### src/uart_char_pkg.sv
package uart_char_pkg;

    // --------------------
    // character codes
    // --------------------

    typedef logic [7:0] byte_t;

    localparam byte_t CHAR_ZERO  = 8'h30;
    localparam byte_t CHAR_ONE   = 8'h31;
    localparam byte_t CHAR_EQUAL = 8'h3D;
    localparam byte_t CHAR_SHARP = 8'h23;

    // --------------------
    // receive side
    // --------------------

    // one accepted character
    typedef struct packed {
        logic  take;
        logic  last;
        byte_t chr;
    } rx_event_t;

    // --------------------
    // transmit side
    // --------------------

    typedef enum logic [1:0] {
        TX_ECHO,
        TX_EQUAL,
        TX_BIT,
        TX_SHARP
    } tx_kind_t;

    typedef struct packed {
        logic     send;
        tx_kind_t kind;
    } tx_req_t;

endpackage

### src/cut_vector_pkg.sv
package cut_vector_pkg;

    // --------------------
    // word layout
    // --------------------

    localparam int WORD_BITS = 32;

    typedef logic [WORD_BITS-1:0] word_t;

    // first character of a frame lands in cut_clk
    typedef struct packed {
        logic  cut_clk;
        logic  cut_nrst;
        word_t v0;
        word_t v1;
        word_t k0;
        word_t k1;
        word_t k2;
        word_t k3;
    } cut_stimulus_t;

    typedef struct packed {
        word_t v0;
        word_t v1;
    } cut_response_t;

    // --------------------
    // frame sizes
    // --------------------

    localparam int STIM_BITS = 2 + 6 * WORD_BITS;
    localparam int RESP_BITS = 2 * WORD_BITS;

    typedef logic [7:0] stim_count_t;
    typedef logic [6:0] resp_count_t;

endpackage

### src/frame_collector.sv
`timescale 1ns/10ps

module frame_collector
    import uart_char_pkg::*, cut_vector_pkg::*;
(
    input  logic          clk,
    input  logic          rst,
    input  byte_t         rx_data,
    input  logic          rx_ready,
    input  logic          listening,
    output rx_event_t     rx_event,
    output cut_stimulus_t stimulus
);

    logic                 rx_take;
    logic                 rx_bit;
    logic                 frame_last;
    stim_count_t          stim_cnt;
    logic [STIM_BITS-1:0] shift_q;
    logic [STIM_BITS-1:0] shift_d;

    // --------------------
    // accept and convert
    // --------------------

    assign rx_take    = rx_ready && listening;
    assign frame_last = rx_take && (stim_cnt == stim_count_t'(STIM_BITS - 1));

    // '0' gives 0, anything else 1
    assign rx_bit = (rx_data == CHAR_ZERO) ? 1'b0 : 1'b1;

    assign rx_event.take = rx_take;
    assign rx_event.last = frame_last;
    assign rx_event.chr  = rx_data;

    // newest bit enters at the bottom
    assign shift_d = {shift_q[STIM_BITS-2:0], rx_bit};

    // --------------------
    // shift and count
    // --------------------

    always_ff @(posedge clk)
    begin
        if (rx_take)
        begin
            shift_q <= shift_d;
        end
    end

    always_ff @(posedge clk)
    begin
        if (rst)
        begin
            stim_cnt <= '0;
            stimulus <= '0;
        end
        else if (frame_last)
        begin
            stim_cnt <= '0;
            stimulus <= cut_stimulus_t'(shift_d);
        end
        else if (rx_take)
        begin
            stim_cnt <= stim_cnt + 1'b1;
        end
    end

    // frame counter wraps at the last character
    a_cnt_range: assert property (@(posedge clk) disable iff (rst)
        stim_cnt < stim_count_t'(STIM_BITS));

endmodule

### src/loopback_sequencer.sv
`timescale 1ns/10ps

module loopback_sequencer
    import uart_char_pkg::*, cut_vector_pkg::*;
(
    input  logic      clk,
    input  logic      rst,
    input  logic      tx_ready,
    input  rx_event_t rx_event,
    output logic      listening,
    output tx_req_t   tx_req
);

    typedef enum logic [2:0] {
        LISTEN,
        ECHO_GAP,
        DRAIN_ECHO,
        SEND_EQUAL,
        WAIT_BUSY,
        SEND_BIT,
        TAIL_GAP,
        SEND_SHARP
    } state_t;

    state_t      state_q;
    state_t      state_d;
    resp_count_t bit_cnt;
    logic        last_bit;

    assign listening = (state_q == LISTEN);
    assign last_bit  = (bit_cnt == resp_count_t'(RESP_BITS - 1));

    // --------------------
    // next state
    // --------------------

    always_comb
    begin
        state_d     = state_q;
        tx_req.send = 1'b0;
        tx_req.kind = TX_ECHO;
        unique case (state_q)
            LISTEN:
            begin
                // echo goes out without waiting for tx_ready
                if (rx_event.take)
                begin
                    tx_req.send = 1'b1;
                    tx_req.kind = TX_ECHO;
                    state_d     = rx_event.last ? DRAIN_ECHO : ECHO_GAP;
                end
            end
            ECHO_GAP:
            begin
                state_d = LISTEN;
            end
            DRAIN_ECHO:
            begin
                if (!tx_ready)
                begin
                    state_d = SEND_EQUAL;
                end
            end
            SEND_EQUAL:
            begin
                if (tx_ready)
                begin
                    tx_req.send = 1'b1;
                    tx_req.kind = TX_EQUAL;
                    state_d     = WAIT_BUSY;
                end
            end
            WAIT_BUSY:
            begin
                if (!tx_ready)
                begin
                    state_d = SEND_BIT;
                end
            end
            SEND_BIT:
            begin
                if (tx_ready)
                begin
                    tx_req.send = 1'b1;
                    tx_req.kind = TX_BIT;
                    state_d     = last_bit ? TAIL_GAP : WAIT_BUSY;
                end
            end
            TAIL_GAP:
            begin
                state_d = SEND_SHARP;
            end
            SEND_SHARP:
            begin
                if (tx_ready)
                begin
                    tx_req.send = 1'b1;
                    tx_req.kind = TX_SHARP;
                    state_d     = LISTEN;
                end
            end
        endcase
    end

    // --------------------
    // state and bit count
    // --------------------

    always_ff @(posedge clk)
    begin
        if (rst)
        begin
            state_q <= LISTEN;
            bit_cnt <= '0;
        end
        else
        begin
            state_q <= state_d;
            if (tx_req.send && tx_req.kind == TX_BIT)
            begin
                bit_cnt <= last_bit ? '0 : bit_cnt + 1'b1;
            end
        end
    end

    // reply traffic only goes to an idle transmitter
    a_reply_paced: assert property (@(posedge clk) disable iff (rst)
        (tx_req.send && tx_req.kind != TX_ECHO) |-> tx_ready);

    // collector must not accept while a reply is running
    a_take_listen: assert property (@(posedge clk) disable iff (rst)
        rx_event.take |-> state_q == LISTEN);

endmodule

### src/reply_serializer.sv
`timescale 1ns/10ps

module reply_serializer
    import uart_char_pkg::*, cut_vector_pkg::*;
(
    input  logic          clk,
    input  logic          rst,
    input  tx_req_t       tx_req,
    input  rx_event_t     rx_event,
    input  cut_response_t response,
    output logic          tx_start,
    output byte_t         tx_data
);

    cut_response_t        snap_q;
    logic [RESP_BITS-1:0] snap_bits;
    byte_t                bit_chr;

    assign snap_bits = snap_q;

    // v0 msb leaves first
    assign bit_chr = snap_bits[RESP_BITS-1] ? CHAR_ONE : CHAR_ZERO;

    // --------------------
    // response snapshot
    // --------------------

    always_ff @(posedge clk)
    begin
        if (tx_req.send && tx_req.kind == TX_EQUAL)
        begin
            snap_q <= response;
        end
        else if (tx_req.send && tx_req.kind == TX_BIT)
        begin
            snap_q <= cut_response_t'({snap_bits[RESP_BITS-2:0], 1'b0});
        end
    end

    // --------------------
    // transmit byte
    // --------------------

    always_ff @(posedge clk)
    begin
        if (rst)
        begin
            tx_start <= 1'b0;
            tx_data  <= '0;
        end
        else
        begin
            tx_start <= tx_req.send;
            if (tx_req.send)
            begin
                unique case (tx_req.kind)
                    TX_ECHO:  tx_data <= rx_event.chr;
                    TX_EQUAL: tx_data <= CHAR_EQUAL;
                    TX_BIT:   tx_data <= bit_chr;
                    TX_SHARP: tx_data <= CHAR_SHARP;
                endcase
            end
        end
    end

    // gap states keep start pulses apart
    a_start_single: assert property (@(posedge clk) disable iff (rst)
        tx_start |=> !tx_start);

endmodule

### src/loopback_device.sv
`timescale 1ns/10ps

module loopback_device
    import uart_char_pkg::*, cut_vector_pkg::*;
(
    input  logic          clk,
    input  logic          rst,

    // uart side
    input  byte_t         rx_data,
    input  logic          rx_ready,
    input  logic          tx_ready,
    output logic          tx_start,
    output byte_t         tx_data,

    // cut side
    output cut_stimulus_t stimulus,
    input  cut_response_t response
);

    logic      listening;
    rx_event_t rx_event;
    tx_req_t   tx_req;

    frame_collector u_collector (
        .clk       (clk),
        .rst       (rst),
        .rx_data   (rx_data),
        .rx_ready  (rx_ready),
        .listening (listening),
        .rx_event  (rx_event),
        .stimulus  (stimulus)
    );

    loopback_sequencer u_sequencer (
        .clk       (clk),
        .rst       (rst),
        .tx_ready  (tx_ready),
        .rx_event  (rx_event),
        .listening (listening),
        .tx_req    (tx_req)
    );

    reply_serializer u_serializer (
        .clk      (clk),
        .rst      (rst),
        .tx_req   (tx_req),
        .rx_event (rx_event),
        .response (response),
        .tx_start (tx_start),
        .tx_data  (tx_data)
    );

endmodule

### config.mk
export PLATFORM = sky130hd
export DESIGN_NAME = loopback_device
export DESIGN_NICKNAME = d
export VERILOG_FILES = /design/src/uart_char_pkg.sv /design/src/cut_vector_pkg.sv /design/src/frame_collector.sv /design/src/loopback_sequencer.sv /design/src/reply_serializer.sv /design/src/loopback_device.sv
export SDC_FILE = /design/constraint.sdc
export NUM_CORES = 1
export LEC_CHECK = 0
export BUFFER_PORTS_ARGS = -buffer_cell sky130_fd_sc_hd__buf_2
export CELL_PAD_IN_SITES_DETAIL_PLACEMENT = 2
export CELL_PAD_IN_SITES_GLOBAL_PLACEMENT = 2
export CORE_MARGIN = 2
export CORE_UTILIZATION = 39
export DETAILED_ROUTE_END_ITERATION = 6
export PLACE_DENSITY_LB_ADDON = 0.08
export SLEW_MARGIN = 5
export SYNTH_ARGS = -nofsm -noshare
export SYNTH_HDL_FRONTEND = slang
export SYNTH_HIERARCHICAL = 1
export SYNTH_SLANG_ARGS = --single-unit
export TNS_END_PERCENT = 50
### constraint.sdc
create_clock -name clk -period 11.5 [get_ports clk]
set_input_delay 1.15 -clock clk [delete_from_list [all_inputs] [get_ports clk]]
set_output_delay 1.15 -clock clk [all_outputs]
set_load 0.02 [all_outputs]
==> results_dict.tcl <==
set metrics [dict create \
    status "finished clean" \
    detailed_place_hpwl_um 29000 \
    cts.repair.resized 0 \
    required_ns 11.83 \
    setup_ws_ns 6.76 \
    ir_drop_uv 134 \
    syn2layout_area_growth_pct 16.8 \
    grt_max_degree 196 \
    yosysWarnings 6 \
    critPathKind "reg2reg" \
    regToRegSetupSlack_ns 6.76 \
    fmax_ghz 0.211 \
    grt_pass1_wl_um 79100 \
    cts_setup_buffers 0 \
    min_period_ns 4.74 \
    core.rowCount 80 \
    synth_top_family_by_area "simple AND/OR/NAND/NOR gates" \
    numCtsBuffers 52 \
    ys_types 54 \
    die_h_um 223 \
    whs_ns 0.447 \
    nets 1686 \
    grt_overflow 0 \
    setup_viol 0 \
    clkLatencyLatePin_ns 0.58 \
    antenna_found_initial 1 \
    drv_cap 0 \
    worstPathMaxFanout 133 \
    grt_pass1_vias 13300 \
    worstPathArrival_ns 5.07 \
    syn-cell-area_mm2 0.0186 \
    synth_xor_area_frac 0.00141 \
    async_flop_share 0 \
    postSynthAreaPerCell_um2 13.2 \
    cts_htree_levels 2 \
    min_path_type "reg2reg" \
    pre_cts_ws_ns 6.47 \
    grt_use_met3 0.0313 \
    p_leak_nw 7.91 \
    finalHoldViolations 0 \
    postCtsHoldBufs 0 \
    synth-edff-count 257 \
    ys_seq_elements 478 \
    hold_path_startpoint "u_collector/shift_q[112]$_DFFE_PP_" \
    die_area_mm2 0.0496 \
    fin_skew_ns 0.0131 \
    reg2reg_to "u_serializer/snap_bits[35]$_DFFE_PP_" \
    ys_seq_area_frac 0.651 \
    totalWireLength_um 50100 \
    fin_setup_tns_ns 0 \
    yosysTopAreaCell "edfxtp_1" \
    cts.path.max_buffers 3 \
    grt_use_met2 0.336 \
    synth_compound_area_frac 0.107 \
    cts_tree "yes" \
    antenna_left 0 \
    rr_worst_depth 9 \
    numClockSinks 478 \
    synth_top_area_frac 0.414 \
    grt.busiest_layer "met2" \
    setup.worst_path.end_class "register" \
    critPathLaunchType "register" \
    slew_headroom 0.321 \
    drv_slew 0 \
    r2r-start "u_sequencer/state_q[0]$_SDFFE_PP0P_" \
    power_mw 3.96 \
    final_cell_mix "buf_2, edfxtp_1, dfxtp_1, nand2b_1, nor4_1" \
    clockRootBuffer "clkbuf_16" \
    first_pass_iters 5 \
    viasPerCell 5.55 \
    synth_top_cells_by_area "edfxtp_1, dfxtp_1, a31o_1" \
    initial_core_util 0.393 \
    drt_iter0_drc 858 \
    synth_simple_gate_area_frac 0.152 \
    io_pins 279 \
    vias 12600 \
    synthMuxAreaShare 0.0399 \
    drive_gt1_frac 0.291 \
    numPortBuffers 278 \
    synthFlopType "edfxtp_1" \
    grt_usage 0.201 \
    fin_crit_sh 0.412 \
    tightestPinTransition_ns 1.02 \
    syn_inst 1411 \
    fillers 4712 \
    final_common_cell "buf_2" \
    wl_per_cell_um 22.2 \
    hold_end "u_collector/shift_q[113]$_DFFE_PP_" \
    gp_congestion 0.715 \
    synthAdderAreaFrac 0.00470 \
    min_path_cells 0 \
    core_mm2 0.0474 \
    die_w_um 223 \
    drc_errors 0 \
    power.density_mw_per_mm2 182 \
    clk_pin_slew_ns 0.06 \
    synthesis.nets 1494 \
    grt_use_met1 0.273 \
    rsz0062_at_grt "no" \
]
-- flip-flops by register name (all words and copies together) (netlist names) --
register / cells
u_serializer/snap_bits: 64
u_collector/stim_cnt: 8
u_collector/stimulus: 194
u_serializer/tx_data: 8
u_collector/shift_q: 193
u_sequencer/state_q: 3
u_sequencer/bit_cnt: 7
u_serializer/tx_start: 1
-- per-layer routing --
metal / up-vias / wire length (µm) / part of all wire
met3: 70 / 1960 / 0.039
met2: 223 / 24600 / 0.49
met5: - / 0 / 0
met1: 6479 / 22600 / 0.45
li1: 5783 / - / -
met4: 0 / 974 / 0.019
-- area by class of cell --
type / instances / area [µm²] / area share
clock inverters: 10 / 43.8 / 0.00201
flip-flops and latches: 478 / 12100 / 0.557
well taps: 615 / 769 / 0.0353
inverters: 10 / 50.0 / 0.00230
diodes: 1 / 2.50 / 0.000115
multi-input cells: 771 / 5700 / 0.262
clock buffers: 86 / 1570 / 0.0721
repair buffers: 290 / 1500 / 0.0689
-- report_power, final --
group	switching [mW]	total, mW	internal (mW)
clock	0.676	1.60	0.924
combinational	0.295	0.381	0.0855
sequential	0.0477	1.98	1.93
total	1.02	3.96	2.94
-- metrics by stage --
step                cells  instance area (µm²)  utilization
global placement     2164                20200        0.425
detailed placement   2164                20200        0.425
floorplan            1411                18600            -
CTS                  2260                21800        0.459
finish               2261                21800        0.459
global route         2261                21800        0.459
-- how the worst max path moves through the flow --
stage | startpoint | cells past startpoint | endpoint | slack (ns)
after floorplan | rx_ready | 10 | u_serializer/snap_bits[0]$_SDFFCE_PN0P_ | 2.99
after global placement | rx_ready | 9 | u_serializer/snap_bits[26]$_DFFE_PP_ | 6.54
after detailed placement | rx_ready | 9 | u_serializer/snap_bits[25]$_DFFE_PP_ | 6.47
after CTS | u_sequencer/state_q[0]$_SDFFE_PP0P_ | 9 | u_serializer/snap_bits[35]$_DFFE_PP_ | 6.65
after global routing | u_sequencer/state_q[0]$_SDFFE_PP0P_ | 9 | u_serializer/snap_bits[35]$_DFFE_PP_ | 6.27
final | u_sequencer/state_q[0]$_SDFFE_PP0P_ | 9 | u_serializer/snap_bits[35]$_DFFE_PP_ | 6.76
-- Yosys cell counts, types with 13 or more instances --
master	count
buf_4	13
a31o_2	45
clkbuf_1	109
a21oi_1	13
nand2b_1	198
nor4_1	194
a31o_1	148
buf_6	20
edfxtp_1	257
dfxtp_1	221
nor2_1	14
mux2_2	58
-- kinds of logic (layout without fill, tap and decap cells) --
group / Yosys count / after routing
other: 0 / 1
multiplexers: 66 / 66
adder cells (fa/ha/maj): 7 / 7
XOR/XNOR: 3 / 3
AO/OA/AOI/OAI: 237 / 237
buffers and inverters: 162 / 396
AND/OR/NAND/NOR: 458 / 458
flip-flops: 478 / 478
-- worst max-delay path, cell delays in order (launching register included) --
cell	delay, ns
dfxtp_1	0.45
nor3_1	0.55
nand2_4	0.54
buf_4	0.55
inv_8	0.75
nand2_1	0.10
o22ai_1	0.16
buf_4	0.26
nand2_4	0.47
mux2_1	0.50
No activity file was read; power rests on OpenSTA's default activity.
